## src/test/program.hex

```
// One 32-bit instruction word per line, starting at address 0
04100093 // addi x1, x0, 0x41
04600113 // addi x2, x0, 0x46
0000800B // out x1
00108093 // addi x1, x1, 1
FE209CE3 // bne x1, x2, -8
07B00193 // addi x3, x0, 123
00302823 // sw x3, 16(x0)
01002583 // lw x11, 16(x0)
00500213 // addi x4, x0, 5
00200293 // addi x5, x0, 2
40520333 // sub x6, x4, x5
0042A3B3 // slt x7, x5, x4
00737433 // and x8, x6, x7
008364B3 // or x9, x6, x8
12345037 // lui x0, 0x12345
00958533 // add x10, x11, x9
00054533 // xor x10, x10, x0
00A00693 // addi x13, x0, 10
0006800B // out x13
0000006F // jal x0, 0

```

## src/source/core_pkg.sv

```systemverilog
`default_nettype none

package core_pkg;

    typedef logic [31:0] word_t;
    typedef logic [4:0]  reg_addr_t;
    typedef logic [7:0]  byte_t;

    localparam int IMEM_WORDS = 256;
    localparam int DMEM_WORDS = 256;
    localparam int IMEM_AW    = $clog2(IMEM_WORDS);
    localparam int DMEM_AW    = $clog2(DMEM_WORDS);
    localparam PROGRAM_FILE   = "/design/src/test/program.hex";

    localparam int UART_CLKS_PER_BIT = 8; // Short bit time keeps simulation quick
    localparam int UART_CNT_W        = $clog2(UART_CLKS_PER_BIT);

    // RV32I major opcodes, plus custom-0 for OUT
    localparam logic [6:0] OPC_OP      = 7'b0110011;
    localparam logic [6:0] OPC_OP_IMM  = 7'b0010011;
    localparam logic [6:0] OPC_LUI     = 7'b0110111;
    localparam logic [6:0] OPC_LOAD    = 7'b0000011;
    localparam logic [6:0] OPC_STORE   = 7'b0100011;
    localparam logic [6:0] OPC_BRANCH  = 7'b1100011;
    localparam logic [6:0] OPC_JAL     = 7'b1101111;
    localparam logic [6:0] OPC_CUSTOM0 = 7'b0001011;

    typedef enum logic [2:0] {
        PH_FETCH, PH_DECODE, PH_EXEC, PH_MEM, PH_WB, PH_OUT
    } phase_t;

    typedef enum logic [3:0] {
        ALU_ADD, ALU_SUB, ALU_AND, ALU_OR, ALU_XOR, ALU_SLT, ALU_PASS_B
    } alu_op_t;

    typedef struct packed {
        word_t     imm;
        alu_op_t   alu_op;
        logic      alu_src_imm;
        logic      alu_pc;
        logic      branch_eq;
        logic      branch_ne;
        logic      jump;
        logic      mem_read;
        logic      mem_write;
        logic      reg_write;
        reg_addr_t rd;
        logic      out_op;
    } ctrl_t;

    typedef struct packed {
        word_t     result;
        word_t     store_data;
        logic      mem_read;
        logic      mem_write;
        logic      reg_write;
        reg_addr_t rd;
        logic      take_branch;
        word_t     branch_target;
    } ex_t;

    typedef struct packed {
        word_t     wdata;
        logic      reg_write;
        reg_addr_t rd;
        logic      take_branch;
        word_t     branch_target;
    } wb_t;

endpackage

`default_nettype wire

```

## src/source/registerfile.sv

```systemverilog
`timescale 1ns/1ps
`default_nettype none

module registerfile import core_pkg::*; (
    input  logic      clk,
    input  logic      rst,
    input  reg_addr_t rs1,
    input  reg_addr_t rs2,
    input  reg_addr_t rd,
    input  word_t     wdata,
    input  logic      we,
    output word_t     rs1_data,
    output word_t     rs2_data,
    output word_t     test
);

    word_t regs [32];

    always_ff @(posedge clk) begin
        if (rst) begin
            for (int i = 0; i < 32; i++) begin
                regs[i] <= '0;
            end
        end else if (we && rd != '0) begin
            regs[rd] <= wdata; // x0 is never written so it reads as zero
        end
    end

    assign rs1_data = regs[rs1];
    assign rs2_data = regs[rs2];

    // Debug view of a0
    assign test = regs[10];

endmodule

`default_nettype wire

```

## config.mk

```make
export PLATFORM = sky130hd
export DESIGN_NAME = registerfile
export DESIGN_NICKNAME = d
export VERILOG_FILES = /design/src/source/core_pkg.sv /design/src/source/registerfile.sv
export SDC_FILE = /design/constraint.sdc
export NUM_CORES = 2
export LEC_CHECK = 0
export BUFFER_PORTS_ARGS = -buffer_cell sky130_fd_sc_hd__buf_2
export CAP_MARGIN = 20
export CORE_MARGIN = 4
export CORE_UTILIZATION = 55
export DETAILED_ROUTE_END_ITERATION = 16
export GPL_TIMING_DRIVEN = 0
export PLACE_DENSITY_LB_ADDON = 0.05
export SLEW_MARGIN = 10
export SYNTH_ARGS = -nofsm -noshare
export SYNTH_HDL_FRONTEND = slang
export SYNTH_SLANG_ARGS = --single-unit
```

## constraint.sdc

```tcl
create_clock -name clk -period 5.3 [get_ports clk]
set_input_delay 1.06 -clock clk [delete_from_list [all_inputs] [get_ports clk]]
set_output_delay 1.06 -clock clk [all_outputs]
set_load 0.01 [all_outputs]
```

==> results.ini <==
[finish]
largest_register = regs
final_nets = 4959
reg_top3 = regs x1024
synthToLayoutAreaGrowth_pct = 11.0
fin_cells = 6347
layout-drive-gt1-share_pct = 11.5
largest_reg_flops = 1024

[worst_setup_path]
critical_path_class = in -> out
cp_slowest_cell = clkbuf_1
slowest_delay_ps = 790
critPathLaunchType = input port
worstPathMaxFanout = 11
cp_cell_sequence = buf_2 -> nor2_1 -> clkbuf_1 -> buf_1 -> a22oi_1 -> nand3_1 -> nand3_1 -> buf_2
crit_family = buffers and inverters
crit_start = rs2[0]
cp.arrival_ps = 4140
end_kind = output port
cp_data_required_time_ps = 4240
crit_buf_inv = 4

[cts]
cts_buffer_depth = 3
cts-buffers-inserted = 110
cts_tree = built
cts_hold_buffers = 0
htreeDepth = 3
path_clk_slew_ps = 60
clock-root-buffer = clkbuf_16
cts_sinks = 1024

[grt]
antenna_found_initial = 16
grt_usage_pct = 38.0
grt_pass1_vias = 39800
gr-total-overflow = 0
grt_max_degree = 33
grt_pass1_wl_mm = 289

[sta]
finalSetupTns_ps = 0
setup_viol = 0
finalCriticalPeriod_ps = 5200
rsz0062_at_grt = no
fin_crit_sh_pct = 98.0
max_freq_mhz = 192
relSlewSlack_pct = 17.9
hold_ws_ps = 690
hold_violations = 0
setup_ws_ps = 105
slew_viol_final = 0
tightest_slew_ps = 1230

[detailed_routing]
dr.pass1.iters = 6
drtAntennaViolNets = 0
routed_wl_mm = 208
vias_per_cell = 6.54
drtIter0Drc = 6092
wire_per_inst_um = 32.8
drcViolationCount = 0
vias = 41500

[logic_synthesis]
ys.warnings.count = 0
ys_types = 30
yosysSeqAreaShare_pct = 54.8
synthFlopType = edfxtp_1
synthCells = 4605
async_reset_ff_share_pct = 0
synthesis.area_um2 = 56100
synth_enable_flop_cells = 1024
ys_ff_latch = 1024
synth_top_area_cell = edfxtp_1
synth.avg_cell_area_um2 = 12.2
synth_area_leaders = edfxtp_1 55%, mux2i_1 18%, and2_1 11%, a22oi_1 2.6%, a22o_1 2.0%
synth_top_area_share_pct = 54.8
ys_top_cells_by_count = 1024 x edfxtp_1, 1024 x mux2i_1, 994 x and2_1

[power_and_ir_drop]
p_sw_mw = 5.24
seq_power_share_pct = 49.4
power.total_mw = 19.4
internal_power_mw = 14.2
leakagePower_nw = 24.7
p_comb_share_pct = 13.0
swShare_pct = 26.9
pwr-share-clk_pct = 37.6
ir_worst_vdd_v = 0.000225
power_density_nw_per_um2 = 312

[place]
dp_cells = 6150
dp_hpwl_mm = 151
numPortBuffers = 143
post-place-ws_ps = 156
place.gp.congestion = 0.944

[die]
initial_utilization_pct = 55.7
die_y_um = 327
die_w_um = 327
boundaryPins = 146
die_area_um2 = 107000
row_count = 116
core-area_um2 = 101000

[worst_hold_path]
holdPathEnd = regs[5][19]
hold_class = in -> reg
hold_path_depth = 2
hold_start = wdata[19]

[outcome]
status = finished, final reports clean

[run]
drv_cap = 0

## metal layers
metal / track usage [%] / vias up / wire (um)
met5: 0 / - / 27
met4: 19.0 / 4 / 11900
met3: 9.78 / 568 / 25300
met2: 57.2 / 2812 / 90500
met1: 51.4 / 20700 / 80800
li1: - / 17400 / -
## through the flow
| step | area, um^2 | util [%] |
|---|---|---|
| floorplan | 56200 | - |
| global placement | 58700 | 58.2 |
| detailed placement | 59000 | 58.5 |
| CTS | 62200 | 61.8 |
| global route | 62300 | 61.8 |
| finish | 62300 | 61.8 |
## power by group through the flow
stage | sequential, mW | combinational (mW) | clock, mW
4_1_cts | 9.59 | 2.45 | 7.25
6_report | 9.60 | 2.54 | 7.31
2_1_floorplan | 9.69 | 1.44 | 0
3_5_place_dp | 9.75 | 2.45 | 0
5_1_grt | 9.64 | 2.61 | 7.59
3_3_place_gp | 9.73 | 2.40 | 0
## cells in the final DEF, fill, tap and decap left out, types with 9 or more instances in the layout
| cell | Yosys | layout |
|---|---|---|
| a22o_1 | 128 | 128 |
| nor2_1 | 19 | 19 |
| mux2i_1 | 1024 | 1024 |
| and2_1 | 994 | 994 |
| nor2_2 | 9 | 9 |
| buf_2 | 48 | 191 |
| nand3_1 | 193 | 193 |
| nor3_1 | 64 | 64 |
| edfxtp_1 | 1024 | 1024 |
| a21oi_1 | 192 | 192 |
| buf_12 | 0 | 17 |
| a31oi_1 | 64 | 64 |
| clkbuf_16 | 0 | 112 |
| a22oi_1 | 192 | 192 |
| clkinv_1 | 0 | 24 |
| clkinv_2 | 0 | 17 |
| clkbuf_2 | 56 | 58 |
| buf_4 | 65 | 65 |
| clkbuf_1 | 204 | 226 |
| buf_1 | 23 | 23 |
| buf_6 | 46 | 47 |
| conb_1 | 1 | 32 |
| nand2_1 | 195 | 195 |
| or2_2 | 33 | 30 |
## cell type report
| type | count | area (um^2) |
|---|---|---|
| fill | 8165 | 38400 |
| sequential | 1024 | 30700 |
| multi-input combinational | 3166 | 23100 |
| clock buffer | 137 | 2900 |
| buffer | 446 | 2420 |
| tap | 1357 | 1700 |
| timing repair buffer | 161 | 1070 |
| clock inverter | 51 | 353 |
| antenna | 5 | 12.5 |
## cell families (layout without fill, tap and decap cells)
group	Yosys count	after routing	synth area share [%]
compound gates	576	576	6.99
other cells	1	37	0.00668
flops	1024	1024	54.8
simple gates	1534	1534	15.7
buf+inv	446	795	4.29
mux	1024	1024	18.3
## timing repair
item | in CTS | in global routing
setup buffers | 0 | 0
endpoints found under the setup margin | 0 | 2
hold endpoints to repair | 0 | 0
gates resized for setup | 0 | 5
## how the worst max path moves through the flow
| stage | to | slack [ps] | cells past startpoint |
|---|---|---|---|
| finish | rs2_data[11] | 100 | 8 |
| global route | rs2_data[12] | 90 | 8 |
| CTS | rs1_data[11] | 150 | 8 |
| detailed placement | rs1_data[11] | 160 | 8 |
| global placement | rs1_data[11] | 200 | 8 |
| floorplan | rs1_data[25] | 2050 | 8 |
Power figures use the tool's default switching activity.
