File: config.mk
export PLATFORM = sky130hd
export DESIGN_NAME = uart_tx
export DESIGN_NICKNAME = d
export VERILOG_FILES = /design/src/source/core_pkg.sv /design/src/source/uart_tx.sv
export SDC_FILE = /design/constraint.sdc
export NUM_CORES = 1
export LEC_CHECK = 0
export ABC_AREA = 1
export BUFFER_PORTS_ARGS = -buffer_cell sky130_fd_sc_hd__buf_2
export CORE_MARGIN = 2
export CORE_UTILIZATION = 40
export DETAILED_ROUTE_END_ITERATION = 10
export GPL_ROUTABILITY_DRIVEN = 0
export PLACE_DENSITY = 0.68
export SETUP_SLACK_MARGIN = 0.4
export SLEW_MARGIN = 20
export SYNTH_ARGS = -nofsm -noshare
export SYNTH_HDL_FRONTEND = slang
export SYNTH_SLANG_ARGS = --single-unit
File: constraint.sdc
create_clock -name clk -period 1.7 [get_ports clk]
set_clock_uncertainty 0.2 [all_clocks]
set_input_delay 0.17 -clock clk [delete_from_list [all_inputs] [get_ports clk]]
set_output_delay 0.17 -clock clk [all_outputs]
set_load 0.1 [all_outputs]
File: src/test/program.hex
// One 32-bit instruction word per line, starting at address 0
04100093 // addi x1, x0, 0x41
04600113 // addi x2, x0, 0x46
0000800B // out x1
00108093 // addi x1, x1, 1
FE209CE3 // bne x1, x2, -8
07B00193 // addi x3, x0, 123
00302823 // sw x3, 16(x0)
01002583 // lw x11, 16(x0)
00500213 // addi x4, x0, 5
00200293 // addi x5, x0, 2
40520333 // sub x6, x4, x5
0042A3B3 // slt x7, x5, x4
00737433 // and x8, x6, x7
008364B3 // or x9, x6, x8
12345037 // lui x0, 0x12345
00958533 // add x10, x11, x9
00054533 // xor x10, x10, x0
00A00693 // addi x13, x0, 10
0006800B // out x13
0000006F // jal x0, 0

File: src/source/core_pkg.sv
`default_nettype none

package core_pkg;

    typedef logic [31:0] word_t;
    typedef logic [4:0]  reg_addr_t;
    typedef logic [7:0]  byte_t;

    localparam int IMEM_WORDS = 256;
    localparam int DMEM_WORDS = 256;
    localparam int IMEM_AW    = $clog2(IMEM_WORDS);
    localparam int DMEM_AW    = $clog2(DMEM_WORDS);
    localparam PROGRAM_FILE   = "/design/src/test/program.hex";

    localparam int UART_CLKS_PER_BIT = 8; // Short bit time keeps simulation quick
    localparam int UART_CNT_W        = $clog2(UART_CLKS_PER_BIT);

    // RV32I major opcodes, plus custom-0 for OUT
    localparam logic [6:0] OPC_OP      = 7'b0110011;
    localparam logic [6:0] OPC_OP_IMM  = 7'b0010011;
    localparam logic [6:0] OPC_LUI     = 7'b0110111;
    localparam logic [6:0] OPC_LOAD    = 7'b0000011;
    localparam logic [6:0] OPC_STORE   = 7'b0100011;
    localparam logic [6:0] OPC_BRANCH  = 7'b1100011;
    localparam logic [6:0] OPC_JAL     = 7'b1101111;
    localparam logic [6:0] OPC_CUSTOM0 = 7'b0001011;

    typedef enum logic [2:0] {
        PH_FETCH, PH_DECODE, PH_EXEC, PH_MEM, PH_WB, PH_OUT
    } phase_t;

    typedef enum logic [3:0] {
        ALU_ADD, ALU_SUB, ALU_AND, ALU_OR, ALU_XOR, ALU_SLT, ALU_PASS_B
    } alu_op_t;

    typedef struct packed {
        word_t     imm;
        alu_op_t   alu_op;
        logic      alu_src_imm;
        logic      alu_pc;
        logic      branch_eq;
        logic      branch_ne;
        logic      jump;
        logic      mem_read;
        logic      mem_write;
        logic      reg_write;
        reg_addr_t rd;
        logic      out_op;
    } ctrl_t;

    typedef struct packed {
        word_t     result;
        word_t     store_data;
        logic      mem_read;
        logic      mem_write;
        logic      reg_write;
        reg_addr_t rd;
        logic      take_branch;
        word_t     branch_target;
    } ex_t;

    typedef struct packed {
        word_t     wdata;
        logic      reg_write;
        reg_addr_t rd;
        logic      take_branch;
        word_t     branch_target;
    } wb_t;

endpackage

`default_nettype wire

File: src/source/uart_tx.sv
`timescale 1ns/1ps
`default_nettype none

module uart_tx import core_pkg::*; (
    input  logic  clk,
    input  logic  rst,
    input  byte_t data,
    input  logic  send,
    output logic  busy,
    output logic  tx
);

    logic [UART_CNT_W-1:0] clk_cnt;
    logic [3:0]            bit_idx;
    logic [8:0]            shreg;
    logic                  bit_end;

    assign bit_end = (clk_cnt == UART_CNT_W'(UART_CLKS_PER_BIT - 1));

    always_ff @(posedge clk) begin
        if (rst) begin
            busy <= 1'b0;
            tx <= 1'b1;
            clk_cnt <= '0;
            bit_idx <= '0;
        end else if (!busy) begin
            if (send) begin
                busy <= 1'b1;
                tx <= 1'b0; // Start bit
                clk_cnt <= '0;
                bit_idx <= '0;
            end
        end else if (bit_end) begin
            clk_cnt <= '0;
            if (bit_idx == 4'd9) begin
                // End of the stop bit
                busy <= 1'b0;
                tx <= 1'b1;
            end else begin
                tx <= shreg[0];
                bit_idx <= bit_idx + 4'd1;
            end
        end else begin
            clk_cnt <= clk_cnt + 1'b1;
        end
    end

    // Data bits LSB first, then the stop bit
    always_ff @(posedge clk) begin
        if (!busy && send) begin
            shreg <= {1'b1, data};
        end else if (busy && bit_end) begin
            shreg <= {1'b1, shreg[8:1]};
        end
    end

endmodule

`default_nettype wire

==> results by group <==
Synth
  – Syn_area_per_cell: between 8 and 9 um^2
  – Area of the mapped netlist: 898 um^2
  – Area fraction of the dominant cell type after synthesis: a little over a quarter
  – Netlist cell types: 21
  – Yosys warns: 0
  – Multiplexer area fraction after synthesis: 0%
  – Largest family of logic cells by synthesized area: simple AND/OR/NAND/NOR gates
  – Sequential element share of the synthesized area: 46.8%
  – Main area contributors after synthesis: edfxtp_1 27%, dfxtp_1 20%, nand2_1 16%, ha_1 5.6%, nand2_4 5.0%
  – Compound-Gate Fraction of Synth Area: around 4.7%
  – Synth Area in Adders: 5.57%
  – Cell taking the most area after synthesis: edfxtp_1
  – Post-synthesis simple-gate area fraction: 35.8%
  – Seq cells post-synth: 17
  – Synth Area in XOR/XNOR: 0%
  – Mapped Nets: 120
  – Syn Inst Count: 105

Power
  – P_leak: 0.000550 uW
  – Peak supply drop: 0.000381 V
  – PwrDens: 722 nW/um^2

Setup path
  – Crit path DAT: around 1.4 ns
  – CP Class: reg2reg
  – Register-to-register setup slack: 0.30 ns
  – Worst EP required: 1.73 ns
  – Reg2reg end: bit_idx[1]
  – Worst flop-to-flop path startpoint: clk_cnt[0]
  – FF-to-FF path depth: 7
  – Crit path max fanout: 7
  – Critical path endpoint category: register
  – Crit path launch type: register

Floorplan
  – DIE WIDTH: slightly above 50 um
  – Num rows: 17
  – Core Box Area: 2170 um^2
  – Initial core utilization: between 40% and 50%
  – # IOs: 13
  – Die area: 2640 um^2
  – Overall die height: roughly 50 um

STA
  – Relative slew slack: 87.1%
  – Slew Viols, Final: 0
  – Post-layout min period: around 1.4 ns
  – Final setup fails: 0
  – Unrepaired setup endpoints after global routing: yes
  – Slew @ Worst Pin: slightly below 0.2 ns
  – Final hold violation count: 0
  – Period utilization: 82.4%
  – Fmax: 0.714 GHz
  – Post-route setup TNS: 0 ns
  – WHS: 0.0820 ns

Routing
  – Via count: 767
  – Drt pass-1 iters: 4
  – Number of remaining DRC errors: 0
  – Wirelength per Cell: 11.2 um
  – Drt initial violations: 18
  – Vias/cell: approximately 4.7
  – Post-DRT Antenna Nets: 0
  – Detailed Route WL: 1810 um

Worst hold path
  – Hold Crit Depth: 4
  – Hold Path Class: in2reg
  – Hold Path Sink: clk_cnt[0]
  – HP Start: send

GRT
  – Largest net degree at the start of global routing: 12
  – Initial antenna violation count: 0
  – First-pass GRT wire length: 3010 um
  – Total track usage: 15.8%
  – Vias in the first global route: 705
  – GRT overflow: 0

Outcome
  – Status: complete, no violations

Clock network
  – CTS clk-pin slew, worst paths: 0.11 ns
  – Clk_lat worst skew: between 0.2 and 0.3 ns
  – Clk root buf: clkbuf_4
  – CTS tree: done
  – CTS Buf Count: 3
  – H-tree lvl count: 1
  – Clock Path Buffers: 2
  – CTS sink count: 17

Place
  – Placed cell area: 1010 um^2
  – Buffers on Ports: 12
  – DP Wirelength: 1180 um

Layout
  – Area Growth Syn to Fin: 36.1%
  – Final Cell Area: roughly 1200 um^2
  – # fillers: ~200
  – Antenna cells: 0
  – Layout cells sized above 1: 34.3%
  – Final nets: 150

Flow run
  – Max-cap check violation count: 0
cells in the mapped netlist (all sizes together):
library cell   n
buf            1
dfxtp          9
or2            1
o211ai         2
nand4          1
a211oi         1
nor2          11
edfxtp         8
and2           1
nand3b         1
nand3          5
inv           12
a21oi          4
nand2         44
ha             4
metrics by stage:
stage	util [%]	setup WS (ns)	total power (uW)	cells
finish	56.3	0.300	882	162
global route	56.3	0.230	929	162
CTS	55.3	0.289	881	160
detailed placement	46.5	0.185	633	144
global placement	46.5	0.225	630	144
floorplan	-	0.255	600	105
report_power, final:
group	switching, uW	internal (uW)	leakage [uW]
clock network	130	87.4	0.0000177
registers	20.1	459	0.000151
logic	109	76.7	0.000381
registers in the layout, summed over array words and instances, names as in the netlist:
name and flops:
shreg 8, tx 1, clk_cnt 3, busy 1
bit_idx 4
cell families after synthesis:
family / after synthesis
simple gates: 64
flops: 17
buf+inv: 13
compound gates: 7
fa+ha+maj: 4
critical path: stages (launching register included):
cell,delay [ns]
dfxtp_2,0.36
ha_4,0.16
ha_4,0.17
nand2_4,0.10
nand2_8,0.07
o211ai_1,0.08
nand2_1,0.08
nor2_1,0.12
timing repair:
action / 4_1_cts / 5_1_grt
hold buffers: 9 / 0
buffers inserted: 2 / 2
pin swaps: 6 / 1
setup endpoints to repair: 18 / 25
resized for setup: 14 / 3
endpoints found under the hold margin: 12 / 0
cloned: 1 / 0
worst max path at each step:
stage / to / slack [ns] / from
3_3_place_gp: bit_idx[3] / 0.23 / clk_cnt[0]
3_5_place_dp: bit_idx[1] / 0.18 / clk_cnt[0]
4_1_cts: bit_idx[1] / 0.29 / clk_cnt[0]
2_1_floorplan: shreg[0] / 0.25 / busy
5_1_grt: bit_idx[3] / 0.23 / clk_cnt[1]
6_report: bit_idx[1] / 0.30 / clk_cnt[0]
routing by layer:
metal  vias up  wire length [um]  GRT usage [%]
met2         5               870           25.6
met4         0                16           7.89
met5         -                 0              0
met1       363               882           19.5
li1        397                 -              -
met3         2                40           3.51
layout by cell type (no fill, tap or decap), types with 2 or more instances in the layout:
master and count:
dfxtp_4 2, ha_4 2, dlygate4sd3_1 9, dfxtp_1 3, nor2_4 2, nand3_1 5, a21oi_1 3, nand2_4 5
inv_2 2, clkbuf_4 3, buf_2 10, edfxtp_1 8, buf_4 3, nand2_8 2, nor2_1 9, dfxtp_2 4
nand2_1 36, inv_1 8, nand2_2 2, o211ai_1 2
cell type report:
class | count | area (um^2) | area share [%]
Clock buffer | 3 | 22.5 | 1.84
Clock inverter | 1 | 5.00 | 0.409
Inverter | 12 | 55.1 | 4.50
Multi-Input combinational cell | 76 | 478 | 39.1
Sequential cell | 17 | 433 | 35.4
Tap cell | 28 | 35.0 | 2.87
Timing Repair Buffer | 25 | 194 | 15.9
(Power assumes the default switching activity.)
