==> src/test/program.hex <==
// One 32-bit instruction word per line, starting at address 0
04100093 // addi x1, x0, 0x41
04600113 // addi x2, x0, 0x46
0000800B // out x1
00108093 // addi x1, x1, 1
FE209CE3 // bne x1, x2, -8
07B00193 // addi x3, x0, 123
00302823 // sw x3, 16(x0)
01002583 // lw x11, 16(x0)
00500213 // addi x4, x0, 5
00200293 // addi x5, x0, 2
40520333 // sub x6, x4, x5
0042A3B3 // slt x7, x5, x4
00737433 // and x8, x6, x7
008364B3 // or x9, x6, x8
12345037 // lui x0, 0x12345
00958533 // add x10, x11, x9
00054533 // xor x10, x10, x0
00A00693 // addi x13, x0, 10
0006800B // out x13
0000006F // jal x0, 0

==> src/source/core_pkg.sv <==
`default_nettype none

package core_pkg;

    typedef logic [31:0] word_t;
    typedef logic [4:0]  reg_addr_t;
    typedef logic [7:0]  byte_t;

    localparam int IMEM_WORDS = 256;
    localparam int DMEM_WORDS = 256;
    localparam int IMEM_AW    = $clog2(IMEM_WORDS);
    localparam int DMEM_AW    = $clog2(DMEM_WORDS);
    localparam PROGRAM_FILE   = "/design/src/test/program.hex";

    localparam int UART_CLKS_PER_BIT = 8; // Short bit time keeps simulation quick
    localparam int UART_CNT_W        = $clog2(UART_CLKS_PER_BIT);

    // RV32I major opcodes, plus custom-0 for OUT
    localparam logic [6:0] OPC_OP      = 7'b0110011;
    localparam logic [6:0] OPC_OP_IMM  = 7'b0010011;
    localparam logic [6:0] OPC_LUI     = 7'b0110111;
    localparam logic [6:0] OPC_LOAD    = 7'b0000011;
    localparam logic [6:0] OPC_STORE   = 7'b0100011;
    localparam logic [6:0] OPC_BRANCH  = 7'b1100011;
    localparam logic [6:0] OPC_JAL     = 7'b1101111;
    localparam logic [6:0] OPC_CUSTOM0 = 7'b0001011;

    typedef enum logic [2:0] {
        PH_FETCH, PH_DECODE, PH_EXEC, PH_MEM, PH_WB, PH_OUT
    } phase_t;

    typedef enum logic [3:0] {
        ALU_ADD, ALU_SUB, ALU_AND, ALU_OR, ALU_XOR, ALU_SLT, ALU_PASS_B
    } alu_op_t;

    typedef struct packed {
        word_t     imm;
        alu_op_t   alu_op;
        logic      alu_src_imm;
        logic      alu_pc;
        logic      branch_eq;
        logic      branch_ne;
        logic      jump;
        logic      mem_read;
        logic      mem_write;
        logic      reg_write;
        reg_addr_t rd;
        logic      out_op;
    } ctrl_t;

    typedef struct packed {
        word_t     result;
        word_t     store_data;
        logic      mem_read;
        logic      mem_write;
        logic      reg_write;
        reg_addr_t rd;
        logic      take_branch;
        word_t     branch_target;
    } ex_t;

    typedef struct packed {
        word_t     wdata;
        logic      reg_write;
        reg_addr_t rd;
        logic      take_branch;
        word_t     branch_target;
    } wb_t;

endpackage

`default_nettype wire

==> src/source/decode.sv <==
`timescale 1ns/1ps
`default_nettype none

module decode import core_pkg::*; (
    input  logic      clk,
    input  logic      rst,
    input  phase_t    phase,
    input  word_t     instr,
    output reg_addr_t rs1,
    output reg_addr_t rs2,
    output ctrl_t     ctrl
);

    logic [6:0] opcode;
    logic [2:0] funct3;
    logic [6:0] funct7;
    word_t      imm_i, imm_s, imm_b, imm_u, imm_j;
    ctrl_t      dec;

    assign opcode = instr[6:0];
    assign funct3 = instr[14:12];
    assign funct7 = instr[31:25];

    assign imm_i = {{20{instr[31]}}, instr[31:20]};
    assign imm_s = {{20{instr[31]}}, instr[31:25], instr[11:7]};
    assign imm_b = {{19{instr[31]}}, instr[31], instr[7], instr[30:25], instr[11:8], 1'b0};
    assign imm_u = {instr[31:12], 12'b0};
    assign imm_j = {{11{instr[31]}}, instr[31], instr[19:12], instr[20], instr[30:21], 1'b0};

    always_comb begin
        dec = '0;
        dec.alu_op = ALU_ADD;
        case (opcode)
            OPC_OP: begin
                dec.rd = instr[11:7];
                dec.reg_write = 1'b1;
                case (funct3)
                    3'b000:  dec.alu_op = funct7[5] ? ALU_SUB : ALU_ADD;
                    3'b010:  dec.alu_op = ALU_SLT;
                    3'b100:  dec.alu_op = ALU_XOR;
                    3'b110:  dec.alu_op = ALU_OR;
                    3'b111:  dec.alu_op = ALU_AND;
                    default: dec.reg_write = 1'b0; // Shifts and SLTU are not supported
                endcase
            end
            OPC_OP_IMM: begin
                dec.imm = imm_i;
                dec.alu_src_imm = 1'b1;
                dec.rd = instr[11:7];
                dec.reg_write = (funct3 == 3'b000); // Only ADDI
            end
            OPC_LUI: begin
                dec.imm = imm_u;
                dec.alu_src_imm = 1'b1;
                dec.alu_op = ALU_PASS_B;
                dec.rd = instr[11:7];
                dec.reg_write = 1'b1;
            end
            OPC_LOAD: begin
                dec.imm = imm_i;
                dec.alu_src_imm = 1'b1;
                dec.mem_read = (funct3 == 3'b010);
                dec.rd = instr[11:7];
                dec.reg_write = (funct3 == 3'b010);
            end
            OPC_STORE: begin
                dec.imm = imm_s;
                dec.alu_src_imm = 1'b1;
                dec.mem_write = (funct3 == 3'b010);
            end
            OPC_BRANCH: begin
                dec.imm = imm_b;
                dec.branch_eq = (funct3 == 3'b000);
                dec.branch_ne = (funct3 == 3'b001);
            end
            OPC_JAL: begin
                // The ALU forms the link address from the PC
                dec.imm = imm_j;
                dec.alu_pc = 1'b1;
                dec.jump = 1'b1;
                dec.rd = instr[11:7];
                dec.reg_write = 1'b1;
            end
            OPC_CUSTOM0: dec.out_op = 1'b1;
            default: ;
        endcase
    end

    always_ff @(posedge clk) begin
        if (rst) begin
            rs1 <= '0;
            rs2 <= '0;
            ctrl <= '0;
        end else if (phase == PH_DECODE) begin
            rs1 <= instr[19:15];
            rs2 <= instr[24:20];
            ctrl <= dec;
        end
    end

    // A word access is either a load or a store, never both
    assert property (@(posedge clk) disable iff (rst) !(ctrl.mem_read && ctrl.mem_write));

endmodule

`default_nettype wire

==> config.mk <==
export PLATFORM = sky130hd
export DESIGN_NAME = decode
export DESIGN_NICKNAME = d
export VERILOG_FILES = /design/src/source/core_pkg.sv /design/src/source/decode.sv
export SDC_FILE = /design/constraint.sdc
export NUM_CORES = 1
export LEC_CHECK = 0
export BUFFER_PORTS_ARGS = -buffer_cell sky130_fd_sc_hd__buf_2
export CAP_MARGIN = 10
export CELL_PAD_IN_SITES_DETAIL_PLACEMENT = 0
export CELL_PAD_IN_SITES_GLOBAL_PLACEMENT = 1
export CORE_ASPECT_RATIO = 0.7
export CORE_MARGIN = 2
export CORE_UTILIZATION = 34
export DETAILED_ROUTE_END_ITERATION = 16
export PLACE_DENSITY_LB_ADDON = 0.25
export SLEW_MARGIN = 25
export SYNTH_ARGS = -nofsm -noshare
export SYNTH_HDL_FRONTEND = slang
export SYNTH_SLANG_ARGS = --single-unit
==> constraint.sdc <==
create_clock -name clk -period 1.9 [get_ports clk]
set_clock_uncertainty 0.05 [all_clocks]
set_input_delay 0.38 -clock clk [delete_from_list [all_inputs] [get_ports clk]]
set_output_delay 0.38 -clock clk [all_outputs]
set_load 0.01 [all_outputs]
==> flow_summary.yaml <==
final_layout:
  antennaDiodeCount: 0
  multi_input_gate_area_sq_mm: 0.00112
  design.final.nets: 428
  most-common-layout-cells: "sky130_fd_sc_hd__buf_2, sky130_fd_sc_hd__dfxtp_1, sky130_fd_sc_hd__nand2_1"
  post_route_cells_drive_above_1_share: 0.366
  n_fill_cell: 690
  regArea_sq_mm: 0.00116
  most_common_library_cell_in_the_layout_ignoring_fill_and_taps: "sky130_fd_sc_hd__buf_2"
  areaGrowthSynthToFinish_pct: 36.4
power:
  switchingPower_w: 0.000627
  comb_power_share: 0.084
  sw_frac: 0.240
  p_clk_frac: 0.444
  power_frac_seq: 0.472
  power.density_cell_area_mw_per_mm2: 797
  internal_power_w: 0.00198
  ir_worst_vdd_mv: 0.285
  leakagePower_nw: 1.44
worst_setup_path:
  critPathMaxFanout: 7
  timing.reg2reg.worst_path_depth: 2
  worst_r2r_startpoint: "ctrl[6]"
  critical_path_arrival_ns: 1.77
  critPathRequiredTime_ns: 2.11
  startpoint: "instr[2]"
  worst_setup_path_end: "ctrl[6]"
  worst-setup-path-type: "input port to flop"
  cp-end-kind: "flop"
  rrSetupSlack_ns: 0.80
  critical_path.reg2reg.endpoint: "ctrl[6]"
  critical_path.startpoint_type: "input port"
grt:
  antenna_violations_before_repair: 0
  grt_pass1_vias: 2242
  grt_pass1_wl_um: 11300
  largest_net_degree_at_the_start_of_global_routing: 29
  overall_global_routing_resource_usage: 0.192
  global_route.overflow_total: 0
floorplanning:
  ios: 97
  initial_core_util: 0.354
  die_height_um: 74.3
  core_region_area_sq_mm: 0.00679
  die-area_sq_mm: 0.00776
  die_width_um: 104
  floorplan.rows: 25
synth:
  ys_types: 48
  syn_area_sq_mm: 0.00240
  synth_seq_cells: 58
  synthesis_warnings: 0
  post_synth_inst_count: 287
  synth_top_area_share: 0.484
  synth.yosys.seq_area_share: 0.484
  synth.net_count: 324
  syn-mean-instance-area_sq_um: 8.36
  synth_top_area_cell: "sky130_fd_sc_hd__dfxtp_1"
  synthTopCellsByArea: "sky130_fd_sc_hd__dfxtp_1, sky130_fd_sc_hd__nand2_1, sky130_fd_sc_hd__a21oi_1"
placed_design:
  detailedPlacementHpwl_um: 5470
  routabilityCongestion: 0.928
  io_buffers: 95
  post-place-ws_ns: 0.00432
hold_path:
  holdCritPathClass: "input port to flop"
  worstHoldPathCells: 2
clock_network:
  clkSinkCount: 58
  maximum_buffer_depth_of_the_clock_tree: 2
  cts_htree_levels: 3
  post_cts_resized: 0
  buffers_inserted_by_post_cts_timing_repair: 0
  postCtsHoldBufs: 0
  clock_latency_ns: 0.34
  cts_tree: "built"
  cts.clk_slew.worst_paths_ns: 0.07
  cts_made_buffers: 9
  root_buffer: "sky130_fd_sc_hd__clkbuf_8"
timing:
  setup_slack_ns: 0.331
  achievable-frequency_ghz: 0.637
  setup-violations-final: 0
  timing_hold_violations_final: 0
  slew_headroom: 0.488
  grt_setup_unrepaired: "no"
  worst_pin_slew_ns: 0.767
  timing_max_transition_violations_final: 0
  setup_total_negative_slack_ns: 0
  finalCritPeriodShare: 0.826
  final_period_minus_worst_setup_slack_ns: 1.57
run_status:
  run_status: "finished clean"
detailed_routing:
  initialDrtViolationCount: 115
  via_count: 2411
  routed_wl_um: 7310
  drcViolationCount: 0
  drtPass1Iterations: 5
  detail_route.vias_per_cell: 4.92
  wire_per_inst_um: 14.9
  detail-route-antenna-nets: 0
run:
  drv.max_cap_violation_count: 0
-- synthesized netlist by cell type (all sizes together) --
library cell	number
nand3	2
conb	1
nor2	23
o21a	1
nand2	51
nand2b	1
inv	3
clkbuf	14
o31ai	1
nand3b	2
o21ai	27
a32oi	1
a22o	5
o32ai	1
or3b	1
and2	3
or3	1
a22oi	12
nor4	6
nor2b	2
o211a	1
nor3	11
or4	1
xnor2	1
nand4	1
a31oi	1
a211oi	1
a2111oi	1
mux2i	1
a21boi	1
and3	2
a2bb2oi	1
a21oi	37
and4b	1
nor3b	1
dfxtp	58
buf	9
-- cell type report --
cell class / count / area share
Clock buffer: 11 / 0.0462
Clock inverter: 5 / 0.0160
Inverter: 3 / 0.00344
Multi-Input combinational cell: 203 / 0.343
Sequential cell: 58 / 0.355
Tap cell: 94 / 0.0359
Timing Repair Buffer: 116 / 0.201
-- cells by family after synthesis --
group           share of synthesized area
xor+xnor                          0.00365
buf+inv                            0.0511
compound gates                      0.233
simple gates                        0.223
mux                               0.00417
other cells                       0.00156
flops                               0.484
-- state kept, by name, indices dropped and copies added, names as in the netlist --
signal	cells
rs1	5
rs2	5
ctrl	48
-- metal layers --
| layer | wire length, um | track usage | vias up |
|---|---|---|---|
| met5 | 0 | 0 | - |
| met4 | 70 | 0.0556 | 0 |
| met3 | 522 | 0.0692 | 10 |
| met2 | 2980 | 0.277 | 83 |
| met1 | 3730 | 0.270 | 1104 |
| li1 | - | - | 1214 |
-- worst min path at each step --
stage / from / endpoint / slack, ns
floorplan: ctrl[30] / ctrl[30] / 0.42
global placement: ctrl[37] / ctrl[37] / 0.38
detailed placement: ctrl[34] / ctrl[34] / 0.39
CTS: instr[10] / ctrl[4] / 0.21
global route: instr[11] / ctrl[5] / 0.20
finish: instr[10] / ctrl[4] / 0.22
-- worst max-delay path: stages --
cell	delay [ns]
sky130_fd_sc_hd__buf_2	0.10
sky130_fd_sc_hd__nand3b_4	0.17
sky130_fd_sc_hd__or3_1	0.45
sky130_fd_sc_hd__nor4_2	0.29
sky130_fd_sc_hd__a2111oi_0	0.13
sky130_fd_sc_hd__nor4_2	0.25
-- power by group through the flow --
| stage | sequential (W) | combinational, W | clock [W] |
|---|---|---|---|
| 6_report | 0.00123 | 0.000218 | 0.00116 |
| 5_1_grt | 0.00123 | 0.000238 | 0.00125 |
| 4_1_cts | 0.00123 | 0.000218 | 0.00119 |
| 3_5_place_dp | 0.00126 | 0.000217 | 0 |
| 3_3_place_gp | 0.00126 | 0.000217 | 0 |
| 2_1_floorplan | 0.00126 | 0.0000971 | 0 |
-- stage by stage --
| stage | area [sq um] | util | total power (W) | cells | hold slack (ns) |
|---|---|---|---|---|---|
| 2_1_floorplan | 2400 | - | 0.00136 | 287 | 0.421 |
| 3_3_place_gp | 3070 | 0.452 | 0.00148 | 474 | 0.384 |
| 3_5_place_dp | 3070 | 0.452 | 0.00148 | 474 | 0.388 |
| 4_1_cts | 3270 | 0.482 | 0.00264 | 490 | 0.211 |
| 5_1_grt | 3270 | 0.482 | 0.00272 | 490 | 0.205 |
| 6_report | 3270 | 0.482 | 0.00261 | 490 | 0.223 |
Note: power is estimated with default switching activity, not from simulation.
