`src/test/program.hex`:
```
// One 32-bit instruction word per line, starting at address 0
04100093 // addi x1, x0, 0x41
04600113 // addi x2, x0, 0x46
0000800B // out x1
00108093 // addi x1, x1, 1
FE209CE3 // bne x1, x2, -8
07B00193 // addi x3, x0, 123
00302823 // sw x3, 16(x0)
01002583 // lw x11, 16(x0)
00500213 // addi x4, x0, 5
00200293 // addi x5, x0, 2
40520333 // sub x6, x4, x5
0042A3B3 // slt x7, x5, x4
00737433 // and x8, x6, x7
008364B3 // or x9, x6, x8
12345037 // lui x0, 0x12345
00958533 // add x10, x11, x9
00054533 // xor x10, x10, x0
00A00693 // addi x13, x0, 10
0006800B // out x13
0000006F // jal x0, 0

```
`src/source/core_pkg.sv`:
```
`default_nettype none

package core_pkg;

    typedef logic [31:0] word_t;
    typedef logic [4:0]  reg_addr_t;
    typedef logic [7:0]  byte_t;

    localparam int IMEM_WORDS = 256;
    localparam int DMEM_WORDS = 256;
    localparam int IMEM_AW    = $clog2(IMEM_WORDS);
    localparam int DMEM_AW    = $clog2(DMEM_WORDS);
    localparam PROGRAM_FILE   = "/design/src/test/program.hex";

    localparam int UART_CLKS_PER_BIT = 8; // Short bit time keeps simulation quick
    localparam int UART_CNT_W        = $clog2(UART_CLKS_PER_BIT);

    // RV32I major opcodes, plus custom-0 for OUT
    localparam logic [6:0] OPC_OP      = 7'b0110011;
    localparam logic [6:0] OPC_OP_IMM  = 7'b0010011;
    localparam logic [6:0] OPC_LUI     = 7'b0110111;
    localparam logic [6:0] OPC_LOAD    = 7'b0000011;
    localparam logic [6:0] OPC_STORE   = 7'b0100011;
    localparam logic [6:0] OPC_BRANCH  = 7'b1100011;
    localparam logic [6:0] OPC_JAL     = 7'b1101111;
    localparam logic [6:0] OPC_CUSTOM0 = 7'b0001011;

    typedef enum logic [2:0] {
        PH_FETCH, PH_DECODE, PH_EXEC, PH_MEM, PH_WB, PH_OUT
    } phase_t;

    typedef enum logic [3:0] {
        ALU_ADD, ALU_SUB, ALU_AND, ALU_OR, ALU_XOR, ALU_SLT, ALU_PASS_B
    } alu_op_t;

    typedef struct packed {
        word_t     imm;
        alu_op_t   alu_op;
        logic      alu_src_imm;
        logic      alu_pc;
        logic      branch_eq;
        logic      branch_ne;
        logic      jump;
        logic      mem_read;
        logic      mem_write;
        logic      reg_write;
        reg_addr_t rd;
        logic      out_op;
    } ctrl_t;

    typedef struct packed {
        word_t     result;
        word_t     store_data;
        logic      mem_read;
        logic      mem_write;
        logic      reg_write;
        reg_addr_t rd;
        logic      take_branch;
        word_t     branch_target;
    } ex_t;

    typedef struct packed {
        word_t     wdata;
        logic      reg_write;
        reg_addr_t rd;
        logic      take_branch;
        word_t     branch_target;
    } wb_t;

endpackage

`default_nettype wire

```
`src/source/exec.sv`:
```
`timescale 1ns/1ps
`default_nettype none

module exec import core_pkg::*; (
    input  logic   clk,
    input  logic   rst,
    input  phase_t phase,
    input  word_t  pc,
    input  ctrl_t  ctrl,
    input  word_t  rs1_data,
    input  word_t  rs2_data,
    output ex_t    ex
);

    word_t op_a;
    word_t op_b;
    word_t alu_out;
    word_t target;
    logic  equal;
    logic  take;

    assign op_a = ctrl.alu_pc ? pc : rs1_data;
    // JAL adds 4 to the PC to form the link address
    assign op_b = ctrl.jump ? word_t'(4) : (ctrl.alu_src_imm ? ctrl.imm : rs2_data);

    always_comb begin
        case (ctrl.alu_op)
            ALU_ADD:    alu_out = op_a + op_b;
            ALU_SUB:    alu_out = op_a - op_b;
            ALU_AND:    alu_out = op_a & op_b;
            ALU_OR:     alu_out = op_a | op_b;
            ALU_XOR:    alu_out = op_a ^ op_b;
            ALU_SLT:    alu_out = word_t'($signed(op_a) < $signed(op_b));
            ALU_PASS_B: alu_out = op_b;
            default:    alu_out = '0;
        endcase
    end

    assign target = pc + ctrl.imm;
    assign equal = (rs1_data == rs2_data);
    assign take = ctrl.jump | (ctrl.branch_eq & equal) | (ctrl.branch_ne & ~equal);

    always_ff @(posedge clk) begin
        if (rst) begin
            ex <= '0;
        end else if (phase == PH_EXEC) begin
            ex.result <= alu_out;
            ex.store_data <= rs2_data;
            ex.mem_read <= ctrl.mem_read;
            ex.mem_write <= ctrl.mem_write;
            ex.reg_write <= ctrl.reg_write;
            ex.rd <= ctrl.rd;
            ex.take_branch <= take;
            ex.branch_target <= target;
        end
    end

endmodule

`default_nettype wire

```
`config.mk`:
```
export PLATFORM = sky130hd
export DESIGN_NAME = exec
export DESIGN_NICKNAME = d
export VERILOG_FILES = /design/src/source/core_pkg.sv /design/src/source/exec.sv
export SDC_FILE = /design/constraint.sdc
export NUM_CORES = 1
export LEC_CHECK = 0
export ABC_CLOCK_PERIOD_IN_PS = 5200
export BUFFER_PORTS_ARGS = -buffer_cell sky130_fd_sc_hd__clkbuf_2
export CAP_MARGIN = 20
export CORE_ASPECT_RATIO = 0.5
export CORE_MARGIN = 8
export CORE_UTILIZATION = 58
export CTS_BUF_LIST = sky130_fd_sc_hd__clkbuf_8
export DETAILED_ROUTE_END_ITERATION = 8
export PLACE_DENSITY = 0.85
export SLEW_MARGIN = 10
export SYNTH_ARGS = -nofsm -noshare
export SYNTH_HDL_FRONTEND = slang
export SYNTH_SLANG_ARGS = --single-unit
export TNS_END_PERCENT = 5
```
`constraint.sdc`:
```
create_clock -name clk -period 5.2 [get_ports clk]
set_clock_uncertainty 0.1 [all_clocks]
set_input_delay 0.26 -clock clk [delete_from_list [all_inputs] [get_ports clk]]
set_output_delay 0.26 -clock clk [all_outputs]
set_load 0.005 [all_outputs]
```
==> results of run 1 <==
cell families (layout without fill, tap and decap cells):
group	after synthesis	after routing	synth area share, %
AO/OA/AOI/OAI	504	504	28.3
AND/OR/NAND/NOR	490	490	19.4
buffers and inverters	197	416	6.79
adder cells (fa/ha/maj)	144	144	15.7
flip-flops	105	105	18.1
multiplexers	72	72	6.58
XOR/XNOR	68	68	5.13
other	0	2	0
through the flow:
step,instance area [um^2],instances,total power [mW],setup slack (ps)
floorplan,11600,1580,1.66,1290
global placement,13000,2028,1.99,822
detailed placement,13000,2028,2.00,777
CTS,13400,2064,2.57,1210
global route,13400,2066,2.74,800
finish,13400,2067,2.61,1030
report_power, final:
group	internal (mW)	switching, mW	leakage (nW)	total [mW]
registers	0.830	0.0136	0.851	0.844
clock network	0.193	0.369	0.101	0.562
logic	0.456	0.749	5.08	1.20
total	1.48	1.13	6.04	2.61
per-layer routing:
metal	wire, um	vias to the layer above	track usage (%)
met3	6250	127	8.75
met2	18200	983	50.5
li1	-	6093	-
met5	12	-	0
met1	18900	6082	47.4
met4	1540	2	9.91
layout by cell type (no fill, tap or decap), types with 15 or more instances in the layout:
cell type and n:
clkbuf_2 253, o22ai_1 15, dfxtp_1 105, nand2_1 200, a31oi_1 21, a211oi_1 16
nor3_1 34, a21o_1 21, o211ai_1 15, dlygate4sd3_1 20, a221oi_1 20, nand3_1 28
a21oi_1 183, buf_4 18, mux2i_1 38, nand2b_1 18, mux2_2 34, ha_1 141
o21ai_0 76, inv_1 105, xnor2_1 56, nor2_1 113
repair_timing:
action                                 4_1_cts  5_1_grt
gates resized for setup                      0        0
buffers inserted                             0        0
endpoints found under the hold margin       20        0
hold buffers                                20        0
final cells by class:
type	count	share of cell area [%]
tap	266	2.48
sequential	105	15.7
inverter	108	3.02
timing repair buffer	292	12.0
multi-input combinational	1278	65.2
clock buffer	9	0.924
antenna	2	0.0373
clock inverter	7	0.635
critical path, delay by kind of cell:
kind,cells,cell delay (ps)
AND/OR/NAND/NOR,3,780
buffers and inverters,3,890
AO/OA/AOI/OAI,6,1700
adder cells (fa/ha/maj),1,510
multiplexers,1,160
worst paths after layout:
| path | end | slack, ps | depth (start not counted) |
|---|---|---|---|
| worst max-delay path | ex[96] | 1030 | 14 |
| worst min-delay path | ex[69] | 20 | 3 |
| worst max register to register | ex[92] | 3450 | 7 |
| worst min register to register | ex[16] | 360 | 2 |
==> flow_metrics.tcl, run 1 <==
set metrics [dict create \
    area_delta_synth_final_pct 15.5 \
    dp_hpwl_mm 34.7 \
    syn_avg_cell_area_um2 7.34 \
    top_regs "ex x105" \
    seq_area_frac_synth_pct 18.1 \
    clk_path_buf_depth 2 \
    wl_per_cell_um 21.7 \
    seqCellArea_um2 2100 \
    ir_drop_mv 0.121 \
    clk_latency_ps 410 \
    grt_pass1_wl_mm 67.4 \
    path_class "in -> reg" \
    yosysUniqueCellTypes 84 \
    crit_fanout 24 \
    synth-edff-count 0 \
    ys.flop_type "dfxtp_1" \
    synth.most_common_cell "nand2_1" \
    synth_top_area_share_pct 18.1 \
    grt_overflow 0 \
    vias 13300 \
    htreeDepth 3 \
    hold_path_class "in -> reg" \
    antenna_found_initial 2 \
    drt_iter0_drc 2070 \
    critPathRequiredTime_ps 5380 \
    slew_headroom_pct 37.0 \
    arrival_ps 4350 \
    fin_util_pct 68.6 \
    largest_register "ex" \
    die-area_um2 25100 \
    cts_made_buffers 9 \
    cts.sinks 105 \
    whs_ps 21.9 \
    initial_utilization_pct 59.4 \
    fp.dieH_um 116 \
    start_kind "primary input" \
    cellPowerDensity_nw_per_um2 195 \
    routabilityCongestion 1.02 \
    root_buffer "clkbuf_8" \
    grt_usage_pct 33.9 \
    fin_crit_ps 4170 \
    crit_chain "clkbuf_2, mux2i_1, nor2_1, inv_1, ha_1, inv_1, o31a_1, o21ai_0, nor3_1, a21oi_2, or4_1, o21ai_0, a2111oi_0, a2111oi_2" \
    setup_viol 0 \
    wl_mm 44.9 \
    finalSetupTns_ps 0 \
    worst_hold_startpoint "rs2_data[28]" \
    drv_slew 0 \
    largest_reg_flops 105 \
    synth_area_um2 11600 \
    routed_via_density 6.43 \
    fmax_ghz 0.240 \
    syn_nets 1875 \
    leakagePower_nw 6.04 \
    status "completed" \
    core_area_um2 19500 \
    synthArstFlopShare_pct 0 \
    io_pins 256 \
    drtAntennaViolNets 0 \
    fillerInstances 1691 \
    maxCapViolCount 0 \
    cp_slowest_cell "clkbuf_2" \
    fin_crit_sh_pct 80.1 \
    max_stage_delay_ps 590 \
    io_buffers 254 \
    reg2reg_from "ex[92]" \
    multi_input_comb_area_um2 8740 \
    synth.largest_area_cell "dfxtp_1" \
    synthTopCellsByCount "200 x nand2_1, 183 x a21oi_1, 141 x ha_1" \
    tightest_slew_ps 946 \
    finalHoldViolCount 0 \
    drive_above_1_share_pct 20.5 \
    startpoint "ctrl[13]" \
    layout.nets 2089 \
    die_width_um 216 \
    yosys_register_bits 105 \
    clk_pin_slew_ps 120 \
    placementRows 36 \
    synthTopCellsByArea "dfxtp_1 18%, ha_1 15%, a21oi_1 7.9%" \
    synth_cells 1580 \
    first_pass_iters 7 \
    cts_tree "built" \
    yosys_warnings 0 \
    drc 0 \
    rsz0062_at_grt "no" \
    critPathCaptureType "flop" \
    grt_max_degree 84 \
    grt_pass1_vias 11700 \
]
(Power assumes the default switching activity.)
==> run 2, diff against run 1 <==
--- a/config.mk
+++ b/config.mk
@@ -5,15 +5,15 @@
 export SDC_FILE = /design/constraint.sdc
 export NUM_CORES = 1
 export LEC_CHECK = 0
-export ABC_CLOCK_PERIOD_IN_PS = 5200
+export ABC_CLOCK_PERIOD_IN_PS = 3400
 export BUFFER_PORTS_ARGS = -buffer_cell sky130_fd_sc_hd__clkbuf_2
 export CAP_MARGIN = 20
 export CORE_ASPECT_RATIO = 0.5
 export CORE_MARGIN = 8
-export CORE_UTILIZATION = 58
+export CORE_UTILIZATION = 52
 export CTS_BUF_LIST = sky130_fd_sc_hd__clkbuf_8
 export DETAILED_ROUTE_END_ITERATION = 8
-export PLACE_DENSITY = 0.85
+export PLACE_DENSITY = 0.8
 export SLEW_MARGIN = 10
 export SYNTH_ARGS = -nofsm -noshare
 export SYNTH_HDL_FRONTEND = slang
==> constraint.sdc (replaced) <==
create_clock -name clk -period 3.4 [get_ports clk]
set_clock_uncertainty 0.1 [all_clocks]
set_input_delay 0.17 -clock clk [delete_from_list [all_inputs] [get_ports clk]]
set_output_delay 0.17 -clock clk [all_outputs]
set_load 0.005 [all_outputs]
==> run 2 against run 1 <==
  * Register-to-register slack worse by 1800 ps
  * Die area increased by 10%
  * Critical endpoint unchanged
  * Design area rose by 15%
  * Cell count is 13% higher
  * Setup slack got worse by 1100 ps
  * Sequential cell count unchanged
  * Global-route usage is 1.6 points higher
  * Via count is 6.8% higher
  * Critical path depth unchanged
  * The flow now finishes with violations (negative setup slack)
==> flow_metrics.tcl, run 2 (same netlist as run 1, synthesis figures left out) <==
set metrics [dict create \
    fmax_ghz 0.292 \
    critPathCaptureType "flop" \
    power_mw 4.48 \
    grt_max_degree 62 \
    die_width_um 227 \
    area_delta_synth_final_pct 32.3 \
    maxCapViolCount 0 \
    rsz0062_at_grt "yes" \
    cellPowerDensity_nw_per_um2 292 \
    swShare_pct 42.4 \
    grt_pass1_wl_mm 76.0 \
    critPathRequiredTime_ps 3630 \
    finalHoldViolCount 0 \
    cts.sinks 105 \
    io_buffers 254 \
    grt_usage_pct 35.5 \
    cts_made_buffers 9 \
    reg2reg_slack_ps 1670 \
    tightest_slew_ps 845 \
    drv_slew 0 \
    placedCellCount 2282 \
    reg2reg_depth 7 \
    fin_crit_ps 3420 \
    stdcell_count 2341 \
    hold_path_depth 4 \
    clk_path_buf_depth 2 \
    hold_path_class "in -> reg" \
    p_int_mw 2.58 \
    arrival_ps 3650 \
    seqPwrFrac_pct 28.8 \
    crit_chain "dlygate4sd3_1, clkbuf_2, mux2i_1, nor2_1, inv_1, ha_1, nor4_1, a21bo_2, o211a_1, a21oi_2, a31oi_1, a2111oi_1, o31a_1, a2111oi_2" \
    worstHoldEndpoint "ex[42]" \
    final_common_cell "clkbuf_2" \
    drive_above_1_share_pct 29.5 \
    drt_iter0_drc 2098 \
    largest_reg_flops 105 \
    p_clk_share_pct 20.1 \
    io_pins 256 \
    initial_utilization_pct 53.3 \
    post_cts_buffers 0 \
    violations "negative setup slack" \
    layout.nets 2323 \
    routabilityCongestion 1.08 \
    whs_ps 34.7 \
    top_regs "ex x105" \
    wl_mm 51.6 \
    cts_tree "built" \
    max_stage_delay_ps 530 \
    crit_fanout 7 \
    drtAntennaViolNets 0 \
    drc 0 \
    grt_overflow 0 \
    start_kind "primary input" \
    r2r-end "ex[92]" \
    ir_drop_mv 0.219 \
    fin_ws_ps -21.5 \
    routed_via_density 6.06 \
    htreeDepth 3 \
    fillerInstances 1885 \
    root_buffer "clkbuf_8" \
    final_cell_mix "253 x clkbuf_2, 237 x buf_4, 200 x nand2_1" \
    core_area_um2 21800 \
    largest_register "ex" \
    antenna_found_initial 6 \
    setup_viol 1 \
    first_pass_iters 5 \
    slew_headroom_pct 43.6 \
    leakagePower_nw 7.18 \
    die-area_um2 27600 \
    worst_hold_startpoint "rs2_data[1]" \
    reg2reg_from "ex[92]" \
    pwr-share-comb_pct 51.1 \
    vias 14200 \
    clk_latency_ps 430 \
    fp.dieH_um 122 \
    status "complete, but fails checks" \
    fin_crit_sh_pct 101 \
    path_class "in -> reg" \
    dp_slack_ps -270 \
    p_sw_mw 1.90 \
    wl_per_cell_um 22.0 \
    clk_pin_slew_ps 130 \
    grt_pass1_vias 13000 \
    dp_hpwl_mm 41.6 \
    cp_slowest_cell "dlygate4sd3_1" \
    placementRows 38 \
]
==> run 2: cell types whose count changed in the layout (fill, tap and decap cells not counted), moves of 3 or more <==
| cell | before | now |
|---|---|---|
| buf_4 | 18 | 237 |
| dlygate4sd3_1 | 20 | 35 |
| diode_2 | 2 | 8 |
| ha_1 | 141 | 137 |
| ha_4 | 0 | 3 |
==> run 2: repair_timing <==
item	in CTS	in global routing
endpoints found under the hold margin	38	0
hold buffers	35	0
endpoints found under the setup margin	0	17
resized for setup	0	15
==> run 2: metrics by stage <==
stage	cell area (um^2)	util, %	setup TNS, ps
floorplan	11700	-	-14.2
global placement	14700	67.5	-2620
detailed placement	14700	67.5	-3260
CTS	15300	70.1	0
global route	15300	70.5	-497
finish	15300	70.5	-21.5
==> run 2: metal layers <==
metal / GRT usage (%) / share of wire (%) / up-vias
met2: 52.3 / 42 / 898
met4: 12.7 / 3.5 / 0
li1: - / - / 6577
met3: 10.9 / 13 / 136
met1: 48.6 / 42 / 6578
met5: 0 / 0 / -
==> run 2: how the worst max path moves through the flow <==
stage,start,to,cells past startpoint
CTS,rs2_data[15],ex[104],15
global placement,ctrl[12],ex[92],13
floorplan,ctrl[13],ex[96],17
global route,rs2_data[13],ex[104],15
finish,rs2_data[6],ex[96],14
detailed placement,ctrl[12],ex[92],13
==> run 2: critical path: cells and delay by family <==
family	cells	cell delay [ps]
AND/OR/NAND/NOR	2	570
buffers and inverters	3	830
adder cells (fa/ha/maj)	1	420
AO/OA/AOI/OAI	7	1570
multiplexers	1	100
==> run 2: layout make-up <==
type	instances	area (um^2)	share of cell area (%)
clock inverters	7	93.8	0.611
multi-input cells	1278	8830	57.5
diodes	8	20.0	0.130
well taps	300	375	2.45
clock buffers	9	124	0.807
inverters	108	405	2.64
flip-flops and latches	105	2100	13.7
repair buffers	526	3400	22.2
==> run 2: power by group through the flow <==
| stage | Sequential [mW] | Combinational (mW) | Clock [mW] |
|---|---|---|---|
| after global placement | 1.32 | 2.13 | 0 |
| after floorplan | 1.32 | 1.24 | 0 |
| after global routing | 1.30 | 2.44 | 0.953 |
| final | 1.29 | 2.29 | 0.898 |
| after detailed placement | 1.32 | 2.15 | 0 |
| after CTS | 1.29 | 2.20 | 0.909 |
==> run 3, diff against run 2 <==
--- a/config.mk
+++ b/config.mk
@@ -5,15 +5,15 @@
 export SDC_FILE = /design/constraint.sdc
 export NUM_CORES = 1
 export LEC_CHECK = 0
-export ABC_CLOCK_PERIOD_IN_PS = 3400
+export ABC_CLOCK_PERIOD_IN_PS = 3740
 export BUFFER_PORTS_ARGS = -buffer_cell sky130_fd_sc_hd__clkbuf_2
 export CAP_MARGIN = 20
 export CORE_ASPECT_RATIO = 0.5
 export CORE_MARGIN = 8
-export CORE_UTILIZATION = 52
+export CORE_UTILIZATION = 58
 export CTS_BUF_LIST = sky130_fd_sc_hd__clkbuf_8
 export DETAILED_ROUTE_END_ITERATION = 8
-export PLACE_DENSITY = 0.8
+export PLACE_DENSITY = 0.85
 export SLEW_MARGIN = 10
 export SYNTH_ARGS = -nofsm -noshare
 export SYNTH_HDL_FRONTEND = slang
==> constraint.sdc (replaced) <==
create_clock -name clk -period 3.74 [get_ports clk]
set_clock_uncertainty 0.1 [all_clocks]
set_input_delay 0.187 -clock clk [delete_from_list [all_inputs] [get_ports clk]]
set_output_delay 0.187 -clock clk [all_outputs]
set_load 0.01 [all_outputs]
==> run 3 against run 2 <==
  * The run now ends clean
  * Register-to-register slack improved by 390 ps
  * Power decreased by 15%
  * Setup slack gained 120 ps
  * Cell count fell by 7.6%
  * Largest cell class unchanged
==> flow_metrics.tcl, run 3 (same netlist as run 1, synthesis figures left out) <==
set metrics [dict create \
    slew_headroom_pct 38.7 \
    cellPowerDensity_nw_per_um2 268 \
    dp_hpwl_mm 37.7 \
    clk_latency_ps 430 \
    grt_pass1_vias 12700 \
    final_area_um2 14200 \
    antenna_found_initial 2 \
    largest_reg_flops 105 \
    grt_usage_pct 37.1 \
    io_buffers 254 \
    critPathCaptureType "flop" \
    initial_utilization_pct 59.4 \
    root_buffer "clkbuf_8" \
    setup_viol 0 \
    drtAntennaViolNets 0 \
    io_pins 256 \
    path_class "in -> reg" \
    grt_max_degree 79 \
    placed_area_um2 13600 \
    cts_made_buffers 9 \
    tightest_slew_ps 913 \
    fillerInstances 1649 \
    met3_usage_pct 12.0 \
    clk_path_buf_depth 2 \
    area_delta_synth_final_pct 22.8 \
    top_regs "ex x105" \
    fin_util_pct 72.9 \
    die_width_um 216 \
    hold_path_depth 4 \
    first_pass_iters 9 \
    grt_util_met1_pct 50.1 \
    fin_crit_ps 3650 \
    layout.nets 2183 \
    drive_above_1_share_pct 24.2 \
    wl_mm 48.9 \
    r2r-end "ex[92]" \
    grt_pass1_wl_mm 73.2 \
    cts_tree "built" \
    reg2reg_from "ex[92]" \
    crit_fanout 8 \
    finalSetupTns_ps 0 \
    htreeDepth 3 \
    drv_slew 0 \
    fin_ws_ps 93.8 \
    leakagePower_nw 6.50 \
    fmax_ghz 0.274 \
    dp_slack_ps 8.46 \
    drc 0 \
    routed_via_density 6.38 \
    reg2reg_depth 7 \
    placementRows 36 \
    finalHoldViolCount 0 \
    die-area_um2 25100 \
    ir_drop_mv 0.171 \
    cts.sinks 105 \
    grt-busiest-layer "met2" \
    startpoint "rs2_data[15]" \
    drt_iter0_drc 2059 \
    arrival_ps 3840 \
    largest_register "ex" \
    worst_hold_startpoint "pc[31]" \
    routabilityCongestion 1.09 \
    hold_path_class "in -> reg" \
    worstHoldEndpoint "ex[31]" \
    vias 13800 \
    status "completed" \
    final_common_cell "clkbuf_2" \
    fp.dieH_um 116 \
    reg2reg_slack_ps 2060 \
    maxCapViolCount 0 \
    critPathRequiredTime_ps 3940 \
    wl_per_cell_um 22.6 \
    use_met2_pct 55.0 \
    fin_crit_sh_pct 97.5 \
    final_cell_mix "252 x clkbuf_2, 200 x nand2_1, 182 x a21oi_1" \
    core_area_um2 19500 \
    start_kind "primary input" \
    grt_overflow 0 \
    clk_pin_slew_ps 120 \
]
## run 3: cell types whose count changed in the layout (fill, tap and decap cells not counted), sizes merged
cell          change
buf             -142
clkbuf            -1
clkinv            +1
clkinvlp          +1
diode             -3
dlygate4sd3       +2
dlymetal6s4s      +1
inv               -2
## run 3: worst max-delay path: stages
cell and delay [ps]:
dlygate4sd3_1 540, clkbuf_2 160, mux2i_1 80, or2_2 380, ha_2 450, inv_1 100
o31a_1 300, o21ai_0 320, nor3_1 100, a21oi_2 310, or4_1 160, o21ai_0 90
a2111oi_0 440, buf_4 190, a2111oi_2 40
## run 3: stage by stage
stage / hold slack (ps) / cells / power, mW
after floorplan: 223 / 1580 / 2.33
after global placement: 309 / 2105 / 2.91
after detailed placement: 320 / 2105 / 2.93
after CTS: 45.4 / 2159 / 3.72
after global routing: 74.9 / 2161 / 4.00
final: 60.9 / 2164 / 3.82
## run 3: area by class of cell
cell class | instances | area (um^2) | area share, %
Sequential cell | 105 | 2100 | 14.8
Tap cell | 266 | 333 | 2.34
Inverter | 108 | 405 | 2.85
Multi-Input combinational cell | 1278 | 8810 | 61.8
Clock buffer | 9 | 124 | 0.869
Clock inverter | 7 | 73.8 | 0.518
Antenna cell | 5 | 12.5 | 0.0878
Timing Repair Buffer | 386 | 2390 | 16.8
## run 3: worst max path at each step
stage | to | slack, ps | cells after the start
6_report | ex[96] | 90 | 15
5_1_grt | ex[100] | -3 | 14
4_1_cts | ex[99] | 100 | 15
3_5_place_dp | ex[96] | 8 | 15
3_3_place_gp | ex[96] | -10 | 15
2_1_floorplan | ex[92] | 6 | 15
## run 3: repair_timing
action	in CTS	in global routing
endpoints found under the setup margin	0	17
setup buffers	0	1
resized for setup	0	20
hold buffers	38	0
endpoints found under the hold margin	38	0
## run 3: layer usage
metal / vias to the layer above / routed length [um]
met1: 6430 / 20100
met2: 953 / 20300
met3: 145 / 6930
met5: - / 0
met4: 0 / 1630
li1: 6269 / -
## run 3: power breakdown
group,total [mW],internal (mW),switching [mW]
Clock,0.781,0.261,0.520
Combinational,1.86,0.750,1.11
Sequential,1.18,1.15,0.0210
Total,3.82,2.17,1.66
